$ cat src/rtl/sbq_cfg_macros.svh
`ifndef SBQ_CFG_MACROS_SVH
`define SBQ_CFG_MACROS_SVH

// number of queues and length of a soft reset in cycles.
`define SBQ_NUM_QUEUES        2
`define SBQ_RESET_CYCLES      4

// global registers.
`define SBQ_ID_REG            12'h000
`define SBQ_CAP_REG           12'h004

// queue windows start at SBQ_Q_BASE, one window every SBQ_REG_OFFSET bytes.
`define SBQ_Q_BASE            12'h100
`define SBQ_REG_OFFSET        12'h020

// register offsets inside a queue window.
`define SBQ_BASE_LO_OFS       12'h000
`define SBQ_BASE_HI_OFS       12'h004
`define SBQ_CAPACITY_OFS      12'h008
`define SBQ_ENABLE_OFS        12'h00c
`define SBQ_RESET_OFS         12'h010
`define SBQ_STATUS_OFS        12'h014
`define SBQ_OCCUPANCY_OFS     12'h018

`define SBQ_ID_VERSION        32'h5b01_0000
`define SBQ_UNIMPL_VALUE      32'hffff_ffff
`define SBQ_DEFAULT_CAPACITY  32'd2

`endif

$ cat src/rtl/sbq_apb_pkg.sv
package sbq_apb_pkg;

    // request side of the APB4 slave port.
    typedef struct packed {
        logic        psel;
        logic        penable;
        logic        pwrite;
        logic [11:0] paddr;
        logic [31:0] pwdata;
        logic [3:0]  pstrb;
    } apb_req_t;

    // the response carries no pslverr because unmapped reads return a fixed value.
    typedef struct packed {
        logic        pready;
        logic [31:0] prdata;
    } apb_rsp_t;

    typedef enum logic [1:0] {
        IDLE,
        SETUP,
        ACCESS
    } apb_state_e;

    // one-cycle access handed from the bus FSM to the register file.
    typedef struct packed {
        logic        wr_en;
        logic        rd_en;
        logic [11:0] addr;
        logic [31:0] data;
        logic [3:0]  strb;
    } reg_access_t;

endpackage

$ cat src/rtl/sbq_queue_pkg.sv
package sbq_queue_pkg;

    // programmed configuration of one queue.
    typedef struct packed {
        logic [63:0] base;
        logic [31:0] capacity;
        logic        enable;
    } queue_cfg_t;

    typedef struct packed {
        logic [31:0] occupancy;
        logic        idle;  // no entries held.
    } queue_status_t;

    // field selected by a decoded register address.
    typedef enum logic [3:0] {
        FIELD_NONE,
        FIELD_ID,
        FIELD_CAP,
        FIELD_BASE_LO,
        FIELD_BASE_HI,
        FIELD_CAPACITY,
        FIELD_ENABLE,
        FIELD_RESET,
        FIELD_STATUS,
        FIELD_OCCUPANCY
    } reg_field_e;

endpackage

$ cat src/rtl/sbq_apb_fsm.sv
`timescale 1ns/1ps

module sbq_apb_fsm
    import sbq_apb_pkg::*;
(
    input  logic        clk,
    input  logic        rst_n,
    input  apb_req_t    apb_req,
    input  logic [31:0] rd_data,
    output apb_rsp_t    apb_rsp,
    output reg_access_t reg_access
);

    apb_state_e state;
    apb_state_e state_next;
    logic       setup_phase;
    logic       access_phase;

    assign setup_phase  = apb_req.psel && !apb_req.penable;
    assign access_phase = (state == ACCESS) && apb_req.psel && apb_req.penable;

    // SETUP is entered after a transfer completes, ready for a back-to-back setup cycle.
    always_comb begin
        state_next = state;
        case (state)
            IDLE: begin
                if (setup_phase) begin
                    state_next = ACCESS;
                end
            end
            SETUP: begin
                if (setup_phase) begin
                    state_next = ACCESS;
                end else if (!apb_req.psel) begin
                    state_next = IDLE;
                end
            end
            ACCESS: begin
                if (!apb_req.psel) begin
                    state_next = IDLE;  // master dropped the transfer.
                end else if (apb_req.penable) begin
                    state_next = SETUP;
                end
            end
            default: state_next = IDLE;
        endcase
    end

    always_ff @(posedge clk) begin
        if (!rst_n) begin
            state <= IDLE;
        end else begin
            state <= state_next;
        end
    end

    // pready is never withheld in ACCESS, so every transfer takes two cycles.
    always_comb begin
        apb_rsp.pready = (state == ACCESS);
        apb_rsp.prdata = rd_data;
    end

    always_comb begin
        reg_access.wr_en = access_phase && apb_req.pwrite;
        reg_access.rd_en = access_phase && !apb_req.pwrite;
        reg_access.addr  = apb_req.paddr;
        reg_access.data  = apb_req.pwdata;
        reg_access.strb  = apb_req.pstrb;
    end

endmodule

$ cat src/rtl/sbq_queue_regs.sv
`timescale 1ns/1ps
`include "sbq_cfg_macros.svh"

module sbq_queue_regs
    import sbq_apb_pkg::*, sbq_queue_pkg::*;
(
    input  logic                                    clk,
    input  logic                                    rst_n,
    input  reg_access_t                             reg_access,
    input  logic          [`SBQ_NUM_QUEUES-1:0]     reset_busy,
    input  logic          [`SBQ_NUM_QUEUES-1:0]     reset_done,
    input  queue_status_t [`SBQ_NUM_QUEUES-1:0]     status,
    output logic          [31:0]                    rd_data,
    output queue_cfg_t    [`SBQ_NUM_QUEUES-1:0]     cfg,
    output logic          [`SBQ_NUM_QUEUES-1:0]     reset_start
);

    localparam int QW = (`SBQ_NUM_QUEUES > 1) ? $clog2(`SBQ_NUM_QUEUES) : 1;

    logic [11:0]   q_off;
    logic [11:0]   win_off;
    logic [QW-1:0] qidx;
    reg_field_e    field;

    function automatic logic [31:0] strb_merge(
        input logic [31:0] old_val,
        input logic [31:0] new_val,
        input logic [3:0]  strb
    );
        logic [31:0] res;
        res = old_val;
        for (int b = 0; b < 4; b++) begin
            if (strb[b]) begin
                res[b*8 +: 8] = new_val[b*8 +: 8];
            end
        end
        return res;
    endfunction

    assign q_off   = reg_access.addr - `SBQ_Q_BASE;
    assign win_off = q_off % `SBQ_REG_OFFSET;

    // split the address into a queue index and the field inside its window.
    always_comb begin
        field = FIELD_NONE;
        qidx  = '0;
        if (reg_access.addr == `SBQ_ID_REG) begin
            field = FIELD_ID;
        end else if (reg_access.addr == `SBQ_CAP_REG) begin
            field = FIELD_CAP;
        end else if (reg_access.addr >= `SBQ_Q_BASE &&
                     q_off < `SBQ_NUM_QUEUES * `SBQ_REG_OFFSET) begin
            qidx = QW'(q_off / `SBQ_REG_OFFSET);
            case (win_off)
                `SBQ_BASE_LO_OFS:   field = FIELD_BASE_LO;
                `SBQ_BASE_HI_OFS:   field = FIELD_BASE_HI;
                `SBQ_CAPACITY_OFS:  field = FIELD_CAPACITY;
                `SBQ_ENABLE_OFS:    field = FIELD_ENABLE;
                `SBQ_RESET_OFS:     field = FIELD_RESET;
                `SBQ_STATUS_OFS:    field = FIELD_STATUS;
                `SBQ_OCCUPANCY_OFS: field = FIELD_OCCUPANCY;
                default:            field = FIELD_NONE;  // 0x1c and up are holes.
            endcase
        end
    end

    always_ff @(posedge clk) begin
        if (!rst_n) begin
            for (int q = 0; q < `SBQ_NUM_QUEUES; q++) begin
                cfg[q].base     <= '0;
                cfg[q].capacity <= `SBQ_DEFAULT_CAPACITY;
                cfg[q].enable   <= 1'b0;
            end
        end else begin
            for (int q = 0; q < `SBQ_NUM_QUEUES; q++) begin
                if (reset_done[q]) begin
                    // the last soft reset cycle restores the defaults.
                    cfg[q].base     <= '0;
                    cfg[q].capacity <= `SBQ_DEFAULT_CAPACITY;
                    cfg[q].enable   <= 1'b0;
                end else if (reg_access.wr_en && qidx == QW'(q)) begin
                    case (field)
                        FIELD_BASE_LO: begin
                            cfg[q].base[31:0] <= strb_merge(cfg[q].base[31:0],
                                                            reg_access.data, reg_access.strb);
                        end
                        FIELD_BASE_HI: begin
                            cfg[q].base[63:32] <= strb_merge(cfg[q].base[63:32],
                                                             reg_access.data, reg_access.strb);
                        end
                        FIELD_CAPACITY: begin
                            cfg[q].capacity <= strb_merge(cfg[q].capacity,
                                                          reg_access.data, reg_access.strb);
                        end
                        FIELD_ENABLE: cfg[q].enable <= reg_access.data[0];
                        default: ;
                    endcase
                end
            end
        end
    end

    always_comb begin
        for (int q = 0; q < `SBQ_NUM_QUEUES; q++) begin
            reset_start[q] = reg_access.wr_en && field == FIELD_RESET &&
                             qidx == QW'(q) && reg_access.data[0];
        end
    end

    always_comb begin
        rd_data = `SBQ_UNIMPL_VALUE;
        if (reg_access.rd_en) begin
            case (field)
                FIELD_ID:        rd_data = `SBQ_ID_VERSION;
                FIELD_CAP:       rd_data = 32'(`SBQ_NUM_QUEUES);
                FIELD_BASE_LO:   rd_data = cfg[qidx].base[31:0];
                FIELD_BASE_HI:   rd_data = cfg[qidx].base[63:32];
                FIELD_CAPACITY:  rd_data = cfg[qidx].capacity;
                FIELD_ENABLE:    rd_data = {31'd0, cfg[qidx].enable};
                FIELD_RESET:     rd_data = {31'd0, reset_busy[qidx]};  // 1 while in reset.
                FIELD_STATUS:    rd_data = {31'd0, status[qidx].idle};
                FIELD_OCCUPANCY: rd_data = status[qidx].occupancy;
                default:         rd_data = `SBQ_UNIMPL_VALUE;
            endcase
        end
    end

endmodule

$ cat src/rtl/sbq_reset_timer.sv
`timescale 1ns/1ps
`include "sbq_cfg_macros.svh"

module sbq_reset_timer (
    input  logic                       clk,
    input  logic                       rst_n,
    input  logic [`SBQ_NUM_QUEUES-1:0] start,
    output logic [`SBQ_NUM_QUEUES-1:0] busy,
    output logic [`SBQ_NUM_QUEUES-1:0] done
);

    localparam int CW = $clog2(`SBQ_RESET_CYCLES + 1);

    logic [`SBQ_NUM_QUEUES-1:0][CW-1:0] cnt;

    // a start while counting reloads the full length.
    always_ff @(posedge clk) begin
        if (!rst_n) begin
            cnt <= '0;
        end else begin
            for (int q = 0; q < `SBQ_NUM_QUEUES; q++) begin
                if (start[q]) begin
                    cnt[q] <= CW'(`SBQ_RESET_CYCLES);
                end else if (cnt[q] != '0) begin
                    cnt[q] <= cnt[q] - 1'b1;
                end
            end
        end
    end

    always_comb begin
        for (int q = 0; q < `SBQ_NUM_QUEUES; q++) begin
            busy[q] = (cnt[q] != '0);
            done[q] = (cnt[q] == CW'(1));  // last cycle of the reset.
        end
    end

endmodule

$ cat src/rtl/sbq_occupancy.sv
`timescale 1ns/1ps
`include "sbq_cfg_macros.svh"

module sbq_occupancy
    import sbq_queue_pkg::*;
(
    input  logic                                clk,
    input  logic                                rst_n,
    input  queue_cfg_t    [`SBQ_NUM_QUEUES-1:0] cfg,
    input  logic          [`SBQ_NUM_QUEUES-1:0] busy,
    input  logic          [`SBQ_NUM_QUEUES-1:0] push,
    input  logic          [`SBQ_NUM_QUEUES-1:0] pop,
    output queue_status_t [`SBQ_NUM_QUEUES-1:0] status,
    output logic          [`SBQ_NUM_QUEUES-1:0] push_ready,
    output logic          [`SBQ_NUM_QUEUES-1:0] pop_valid
);

    logic [`SBQ_NUM_QUEUES-1:0][31:0] occ;
    logic [`SBQ_NUM_QUEUES-1:0]       push_acc;
    logic [`SBQ_NUM_QUEUES-1:0]       pop_acc;

    // a capacity lowered under the occupancy only stops further pushes.
    always_comb begin
        for (int q = 0; q < `SBQ_NUM_QUEUES; q++) begin
            push_ready[q] = cfg[q].enable && !busy[q] && (occ[q] < cfg[q].capacity);
            pop_valid[q]  = (occ[q] != '0);
            push_acc[q]   = push[q] && push_ready[q];
            pop_acc[q]    = pop[q] && pop_valid[q];
        end
    end

    always_ff @(posedge clk) begin
        if (!rst_n) begin
            occ <= '0;
        end else begin
            for (int q = 0; q < `SBQ_NUM_QUEUES; q++) begin
                if (busy[q]) begin
                    occ[q] <= '0;  // soft reset empties the queue.
                end else begin
                    case ({push_acc[q], pop_acc[q]})
                        2'b10:   occ[q] <= occ[q] + 1'b1;
                        2'b01:   occ[q] <= occ[q] - 1'b1;
                        default: occ[q] <= occ[q];
                    endcase
                end
            end
        end
    end

    always_comb begin
        for (int q = 0; q < `SBQ_NUM_QUEUES; q++) begin
            status[q].occupancy = occ[q];
            status[q].idle      = (occ[q] == '0);
        end
    end

endmodule

$ cat src/rtl/sbq_subsystem.sv
`timescale 1ns/1ps
`include "sbq_cfg_macros.svh"

module sbq_subsystem
    import sbq_apb_pkg::*, sbq_queue_pkg::*;
(
    input  logic                       clk,
    input  logic                       rst_n,
    input  apb_req_t                   apb_req,
    input  logic [`SBQ_NUM_QUEUES-1:0] push,
    input  logic [`SBQ_NUM_QUEUES-1:0] pop,
    output apb_rsp_t                   apb_rsp,
    output logic [`SBQ_NUM_QUEUES-1:0] push_ready,
    output logic [`SBQ_NUM_QUEUES-1:0] pop_valid
);

    reg_access_t                          reg_access;
    logic          [31:0]                 rd_data;
    queue_cfg_t    [`SBQ_NUM_QUEUES-1:0]  cfg;
    queue_status_t [`SBQ_NUM_QUEUES-1:0]  status;
    logic          [`SBQ_NUM_QUEUES-1:0]  reset_start;
    logic          [`SBQ_NUM_QUEUES-1:0]  reset_busy;
    logic          [`SBQ_NUM_QUEUES-1:0]  reset_done;

    sbq_apb_fsm u_apb_fsm (
        .clk        (clk),
        .rst_n      (rst_n),
        .apb_req    (apb_req),
        .rd_data    (rd_data),
        .apb_rsp    (apb_rsp),
        .reg_access (reg_access)
    );

    sbq_queue_regs u_queue_regs (
        .clk         (clk),
        .rst_n       (rst_n),
        .reg_access  (reg_access),
        .reset_busy  (reset_busy),
        .reset_done  (reset_done),
        .status      (status),
        .rd_data     (rd_data),
        .cfg         (cfg),
        .reset_start (reset_start)
    );

    sbq_reset_timer u_reset_timer (
        .clk   (clk),
        .rst_n (rst_n),
        .start (reset_start),
        .busy  (reset_busy),
        .done  (reset_done)
    );

    // the tracker also holds each queue empty while its soft reset runs.
    sbq_occupancy u_occupancy (
        .clk        (clk),
        .rst_n      (rst_n),
        .cfg        (cfg),
        .busy       (reset_busy),
        .push       (push),
        .pop        (pop),
        .status     (status),
        .push_ready (push_ready),
        .pop_valid  (pop_valid)
    );

endmodule

$ cat config.mk
export PLATFORM = sky130hd
export DESIGN_NAME = sbq_subsystem
export DESIGN_NICKNAME = d
export VERILOG_FILES = /design/src/rtl/sbq_apb_pkg.sv /design/src/rtl/sbq_queue_pkg.sv /design/src/rtl/sbq_apb_fsm.sv /design/src/rtl/sbq_queue_regs.sv /design/src/rtl/sbq_reset_timer.sv /design/src/rtl/sbq_occupancy.sv /design/src/rtl/sbq_subsystem.sv
export VERILOG_INCLUDE_DIRS = /design/src /design/src/rtl
export SDC_FILE = /design/constraint.sdc
export NUM_CORES = 1
export LEC_CHECK = 0
export BUFFER_PORTS_ARGS = -buffer_cell sky130_fd_sc_hd__buf_2
export CAP_MARGIN = 15
export CORE_ASPECT_RATIO = 1.1
export CORE_MARGIN = 5
export CORE_UTILIZATION = 60
export CTS_BUF_LIST = sky130_fd_sc_hd__clkbuf_2
export DETAILED_ROUTE_END_ITERATION = 8
export GPL_TIMING_DRIVEN = 0
export PLACE_DENSITY = 0.79
export SYNTH_ARGS = -nofsm -noshare
export SYNTH_HDL_FRONTEND = slang
export SYNTH_SLANG_ARGS = --single-unit
$ cat constraint.sdc
create_clock -name clk -period 7.1 [get_ports clk]
set_clock_uncertainty 0.05 [all_clocks]
set_input_delay 1.42 -clock clk [delete_from_list [all_inputs] [get_ports clk]]
set_output_delay 1.42 -clock clk [all_outputs]
set_load 0.05 [all_outputs]
[Word level (Yosys, flattened, before mapping)]
Index checks and enable logic that the tools add are counted.
Storage, ports and cells
  bits in registers: 266
  logic and storage cells: 172
  output and inout bits: 37
Operators by class
  equal/unequal tests: 27
  bitwise operators: 2
  order comparisons: 5
  add/subtract/negate cells: 7
  multiplexer cells: 27
  reduce and logical (&&, ||, !) cells: 71
Operators with widths (number)
  $pmux 32 s9: 1
  $mux 97: 2
  $pmux 32 s2: 2
  $reduce_and 3->1: 25
  $mux 33: 2
  $add 32x1->32 const B: 2
  $logic_not 32->1: 2
  $lt 32x32->1: 2
  $reduce_bool 32->1: 2
  $sub 32x1->32 const B: 2
  $mux 32: 1
  $pmux 4 s7: 1
  $logic_not 12->1: 2
  $logic_and 1x1->1: 21
  $eq 4x3->1 const B: 4
  $eq 5x5->1 const B: 3
  $eq 12x3->1 const B: 1
  $ge 12x9->1 const B: 1
  $lt 12x7->1 const B: 1
  $mux 3: 4
  $mux 4: 3
  $reduce_or 2->1: 6
  $sub 12x9->12 const B: 1
  $eq 5x4->1 const B: 2
  other kinds (21): 46

[Logic depth before layout (Yosys ltp)]
Gate-level depths: netlist of run 1.
  depth in word-level cells: 11
  depth in mapped cells: 23
  gate-level depth less buffers: 23

[Cells and area by module]
Synthesis of run 1 repeated with hierarchy kept, for this count alone.
Second synthesis, totals
  cell total of the unflattened synthesis: 2298
  area, all modules: 17929.7 um^2
Modules (own cells, without submodules)
  sbq_queue_regs: area an instance 9892.0 um^2, times used 1, cells each 1241
  sbq_occupancy: area an instance 6969.2 um^2, times used 1, cells each 930
  sbq_apb_fsm: area an instance 701.9 um^2, times used 1, cells each 90
  sbq_reset_timer: area an instance 366.6 um^2, times used 1, cells each 37

[Worst setup path before layout of run 1]
No wires, ideal clock.
  path type: input port to output port
  start: input apb_req[46] (netlist bit)
  end: output apb_rsp[10] (netlist bit)
  stages on the path: 9
  arrival: 4.048 ns
  path slack: 1.582 ns
  path through: or4_4 -> nor2_4 -> and3_1 -> buf_2 -> buf_2 -> buf_2 -> buf_2 -> mux2i_1 -> o221ai_1
RTL lines
  from (decl): RTL line sbq_subsystem.sv:9  | input apb_req_t apb_req,
  to (decl): RTL line sbq_subsystem.sv:12  | output apb_rsp_t apb_rsp,

[Final worst setup path of run 1]
  start: register u_occupancy.occ (netlist bit u_occupancy.status[10])
  end: register u_occupancy.occ (netlist bit u_occupancy.status[20])
Between the ends
  word-level cells in the longest chain between the ends: 5
  elaborated cells on any way between the ends: 11
  those cells by class: 2 x add/sub; 1 x order compare; 2 x eq/ne; 1 x mux; 5 x reduce/logical
RTL lines
  from (decl): RTL line sbq_occupancy.sv:18  | logic [`SBQ_NUM_QUEUES-1:0][31:0] occ;
  from (signal, indexed assignment): RTL line sbq_occupancy.sv:41  | 2'b10: occ[q] <= occ[q] + 1'b1;
  from (signal, indexed assignment): RTL line sbq_occupancy.sv:42  | 2'b01: occ[q] <= occ[q] - 1'b1;
  from (signal, indexed assignment): RTL line sbq_occupancy.sv:43  | default: occ[q] <= occ[q];
  $lt 32x32->1: RTL line sbq_occupancy.sv:25  | push_ready[q] = cfg[q].enable && !busy[q] && (occ[q] < cfg[q].capacity);
  $logic_and 1x1->1: RTL line sbq_occupancy.sv:25
  $logic_and 1x1->1: RTL line sbq_occupancy.sv:27  | push_acc[q] = push[q] && push_ready[q];
  $eq 2x1->1 or $eq 2x2->1 (tied branches): RTL line sbq_occupancy.sv:40  | case ({push_acc[q], pop_acc[q]})
  $pmux 32 s2 or $reduce_bool 2->1 (tied branches)
Several ways; a longest one is shown, not always the timed one.
A chain may end at the register's enable or synchronous reset.

==> results.cfg, run 1 <==
[global_routing]
busiest_layer = met2
grt_use_met3 = 0.05656
grt_pass1_wl_um = 87660
grt_overflow = 0
grt_max_degree = 19
met2_usage = 0.5648
grtUsageMet1 = 0.4433
grt_pass1_vias = 16730
antenna_found_initial = 2
grt_usage = 0.3494

[synth]
synthCells = 2248
ys_seq_area_frac = 0.3195
synth_area_um2 = 16670
synth_edf_count = 0
synth_area_leaders = dfxtp_1, a21oi_1, ha_1
yosysWarnings = 0
synth.most_common_cell = nand2_1
synth_area_per_cell_um2 = 7.414
yosys.area.top_type = dfxtp_1
ys.flop_type = dfxtp_1
ys_types = 63
synth_async_sr_flop_share = 0
synth.top_cell.area_share = 0.3195
synth_seq_cells = 266
ys_top_cells_by_count = nand2_1, a21oi_1, dfxtp_1
syn-num-nets = 2437

[clocking]
cts_buffer_depth = 3
hold_buffers = 0
cts_tree = done
cts_sinks = 266
cts-root-buf = clkbuf_2
cts_buffers = 72
h-tree-depth = 3
cts_setup_buffers = 0
cts-resized-gates = 0
clock_latency_ns = 0.92
clk_pin_slew_ns = 0.11

[min_path]
hold_depth = 2
hp-start = u_queue_regs.cfg[132]$_SDFFE_PP0P_
min_path_type = flop to flop
hold_end = u_queue_regs.cfg[132]$_SDFFE_PP0P_

[finish]
multi_input_area_um2 = 10460
fillerInstances = 2518
final_layout_size_suffix_gt1_frac = 0.09366
area_delta_synth_final_pct = 8.972
register_area_um2 = 5325
fin_nets = 2597
instances_no_fill = 2810

[floorplan]
die_h_um = 184.8
dieArea_um2 = 31210
chipWidth_um = 168.9
core_um2 = 27630
rows = 64
start_util = 0.6033
pin_count = 94

[setup_path]
r2r_setup_slack_ns = 0.68
cp.required_ns = 7.80
startpoint_type = flop
timing.rr.start = u_occupancy.status[10]$_SDFFE_PP0P_
rr_endpoint = u_occupancy.status[20]$_SDFFE_PP0P_
crit_type = flop to flop
worstPathArrival_ns = 7.13
rr_worst_depth = 21
crit_fanout = 17
crit_path_end_kind = flop

[power]
total_power_mw = 2.995
seq_power_share = 0.506
p_int_mw = 1.974
leakagePower_nw = 6.707
p_per_area_nw_per_um2 = 164.9
power.share.switching = 0.3407
worst_ir_drop_vdd_v = 0.0001344
switchingPower_mw = 1.020
clkPwrFrac = 0.357
combPwrFrac = 0.136

[placement]
gp_congestion = 0.9675
dp_hpwl_um = 42840
dp.cells = 2697
port_buffers = 84

[status]
status = complete, no violations

[timing]
worst_pin_slew_ns = 1.044
hold_viol_final = 0
clock.fmax_mhz = 155.7
fin_crit_ns = 6.423
final_max_slew_viol_count = 0
max-slew-margin-rel = 0.3012
rsz0062_at_grt = no
min_period_over_period = 0.9047
finalSetupViolCount = 0
fin_tns_setup_ns = 0

[detailed_routing]
vias = 17870
drt_iter0_markers = 2013
routed_wl_um = 56650
wl_per_cell_um = 20.16
dr.pass1.iters = 7
vias_per_cell = 6.360
ant_nets = 0
drc = 0

[job]
maxCapViolations = 0
-- worst max-delay path, stage by stage (launching register included) --
cell       delay, ns
dfxtp_1         0.54
ha_1            0.32
a21o_1          0.16
a21o_1          0.16
a21o_1          0.16
a21o_1          0.17
a21o_1          0.18
a21o_1          0.17
a221oi_1        0.54
o31ai_1         0.25
a2111o_1        0.42
ha_1            0.49
ha_1            0.52
a21oi_1         0.23
nand2_1         0.08
a221o_1         0.39
o2111ai_1       0.32
a31oi_1         0.24
a221o_1         0.35
a21oi_1         0.21
nor4_1          0.07
a311o_1         0.33
-- power by group through the flow --
stage                     logic (mW)  registers (mW)  clock network (mW)
after floorplan                0.229            1.55                   0
after global placement         0.381            1.55                   0
after detailed placement       0.392            1.55                   0
after CTS                      0.394            1.52                1.07
after global routing           0.430            1.52                1.15
final                          0.407            1.52                1.07
-- state kept, by name, indices dropped and copies added, names as in the netlist --
| signal | cells |
|---|---|
| u_queue_regs.cfg | 194 |
| u_occupancy.status | 64 |
| u_reset_timer.cnt | 6 |
| u_apb_fsm.state | 2 |
-- per-layer routing --
layer,up-vias,part of all wire
met4,0,0.057
met1,8258,0.39
met5,-,0
met3,223,0.10
met2,1053,0.45
li1,8338,-
-- kinds of logic after synthesis --
logic type	share of synthesized area
fa+ha+maj	0.1000
simple gates	0.2473
compound gates	0.2069
mux	0.04715
flops	0.3195
xor+xnor	0.02628
buf+inv	0.05285
-- how the worst max path moves through the flow --
stage | start | to | slack (ns) | depth (start not counted)
2_1_floorplan | apb_req[46] | apb_rsp[10] | 1.58 | 9
3_3_place_gp | u_occupancy.status[10]$_SDFFE_PP0P_ | u_occupancy.status[20]$_SDFFE_PP0P_ | 0.58 | 21
3_5_place_dp | u_occupancy.status[10]$_SDFFE_PP0P_ | u_occupancy.status[20]$_SDFFE_PP0P_ | 0.89 | 21
4_1_cts | u_occupancy.status[10]$_SDFFE_PP0P_ | u_occupancy.status[20]$_SDFFE_PP0P_ | 0.85 | 21
5_1_grt | u_occupancy.status[10]$_SDFFE_PP0P_ | u_occupancy.status[20]$_SDFFE_PP0P_ | 0.34 | 21
6_report | u_occupancy.status[10]$_SDFFE_PP0P_ | u_occupancy.status[20]$_SDFFE_PP0P_ | 0.68 | 21
-- placed cells by master, fill, tap and decap left out, types with 22 or more instances in the layout --
cell	Yosys	layout
nand2_1	421	421
a21oi_1	350	350
dfxtp_1	266	266
nand3_1	224	224
ha_1	130	130
buf_2	22	106
inv_1	100	100
clkbuf_2	1	100
nor2_1	97	97
clkbuf_1	95	95
mux2i_1	74	74
o21ai_0	58	58
a21o_1	52	52
nor3_1	34	34
xnor2_1	33	33
o221ai_1	25	25
nor4_1	22	22
-- through the flow --
step             util  hold WS, ns  setup slack, ns  cell area [um2]
2_1_floorplan       -       0.3831            1.582            16670
3_3_place_gp   0.6349       0.3905           0.5772            17540
3_5_place_dp   0.6365       0.3958           0.8862            17580
4_1_cts        0.6572       0.4095           0.8457            18160
5_1_grt        0.6573       0.4261           0.3360            18160
6_report       0.6574       0.4082           0.6767            18160
-- final cells by class --
class	instances	share of cell area
well taps	363	0.02501
multi-input cells	1755	0.5760
clock inverters	12	0.004271
clock buffers	99	0.02728
inverters	100	0.02067
flip-flops and latches	266	0.2932
plain buffers	127	0.02783
repair buffers	86	0.02549
diodes	2	0.0002756
Power figures use the tool's default switching activity.
==> inputs of run 2 (changes only) <==
- GPL_TIMING_DRIVEN: 0 -> not set
==> results.cfg, run 2 (synthesized netlist as in run 1, its figures left out) <==
[global_routing]
antenna_found_initial = 1
grt_pass1_vias = 16290
grt_overflow = 0
grt_usage = 0.3218
grt_pass1_wl_um = 83100
grt_max_degree = 94

[floorplan]
rows = 64
dieArea_um2 = 31210
chipWidth_um = 168.9
start_util = 0.6033
die_h_um = 184.8
core_um2 = 27630
pin_count = 94

[placement]
port_buffers = 93
dp_hpwl_um = 36080
dp.cells = 2602
gp_congestion = 0.9506

[timing]
rsz0062_at_grt = no
max-slew-margin-rel = 0.2217
fin_crit_ns = 6.509
clock.fmax_mhz = 153.6
hold-worst-slack_ns = 0.4081
hold_viol_final = 0
worst_pin_slew_ns = 1.163
finalSetupViolCount = 0
min_period_over_period = 0.9167
final_max_slew_viol_count = 0
fin_tns_setup_ns = 0

[clocking]
clk_pin_slew_ns = 0.09
clock_latency_ns = 0.91
h-tree-depth = 3
cts-root-buf = clkbuf_2
cts_sinks = 266
cts_buffers = 72
cts_tree = done
hold_buffers = 0
cts_setup_buffers = 0
cts_buffer_depth = 3
cts-resized-gates = 0

[min_path]
min_path_type = flop to flop
hold_depth = 2
hp-start = u_queue_regs.cfg[40]$_SDFFE_PP0P_

[setup_path]
timing.rr.start = u_occupancy.status[10]$_SDFFE_PP0P_
startpoint_type = primary input
crit_type = primary input to output pin
crit_path_end_kind = output pin
crit_fanout = 18
startpoint = apb_req[46]
rr_worst_depth = 21
cp.required_ns = 5.63
worstPathArrival_ns = 5.04

[finish]
final_layout_size_suffix_gt1_frac = 0.1046
instances_no_fill = 2716
largest_reg_flops = 194
regMostFlops = u_queue_regs.cfg
final_cell_mix = nand2_1, a21oi_1, dfxtp_1
final_common_cell = nand2_1
fillerInstances = 2484
finish.utilization = 0.6492
area_delta_synth_final_pct = 7.613
fin_nets = 2502

[detailed_routing]
dr.pass1.iters = 6
vias_per_cell = 6.304
wl_per_cell_um = 18.89
ant_nets = 0
drc = 0
vias = 17120
drt_iter0_markers = 1792
routed_wl_um = 51310

[job]
maxCapViolations = 0

[power]
leakagePower_nw = 6.618
p_per_area_nw_per_um2 = 164.8
worst_ir_drop_vdd_v = 0.0001726

[status]
status = complete, no violations
## run 2: routing by layer
layer / GRT usage / vias up / part of all wire
li1: - / 8139 / -
met1: 0.4026 / 7965 / 0.40
met2: 0.5335 / 840 / 0.47
met3: 0.05400 / 178 / 0.082
met4: 0.1701 / 0 / 0.054
met5: 0 / - / 0
## run 2: metrics by stage
| step | worst slack, ns | power (mW) | instance area, um2 |
|---|---|---|---|
| 2_1_floorplan | 1.582 | 1.778 | 16670 |
| 3_3_place_gp | 0.7540 | 1.895 | 17330 |
| 3_5_place_dp | 0.7563 | 1.901 | 17330 |
| 4_1_cts | 0.7513 | 2.963 | 17930 |
| 5_1_grt | 0.5679 | 3.083 | 17930 |
| 6_report | 0.5913 | 2.956 | 17930 |
## run 2: final timing paths
| kind | end | slack, ns |
|---|---|---|
| hold / removal | u_queue_regs.cfg[40]$_SDFFE_PP0P_ | 0.41 |
| setup reg to reg | u_occupancy.status[28]$_SDFFE_PP0P_ | 0.82 |
| setup / recovery | apb_rsp[1] | 0.59 |
| hold reg to reg | u_queue_regs.cfg[40]$_SDFFE_PP0P_ | 0.41 |
## run 2: area by class of cell
class                   count  area, um2  share of cell area
repair buffers            118      665.6             0.03711
clock buffers              97      485.5             0.02707
clock inverters            16      120.1            0.006697
well taps                 363      454.2             0.02532
diodes                      1      2.502           0.0001395
multi-input cells        1755      10510              0.5858
flip-flops and latches    266       5325              0.2969
inverters                 100      375.4             0.02093
## run 2: worst max-delay path, cell delays in order
cell and delay, ns:
buf_2 0.09, or4_4 0.53, nor2_4 0.15, nand2_2 0.13
o21ai_2 0.79, buf_4 0.42, a21oi_1 0.08, nor4_1 0.65
o221ai_1 0.44, buf_2 0.33
## run 2: power breakdown
group	switching (mW)	internal, mW
Clock	0.669	0.414
Sequential	0.0127	1.51
Combinational	0.279	0.0760
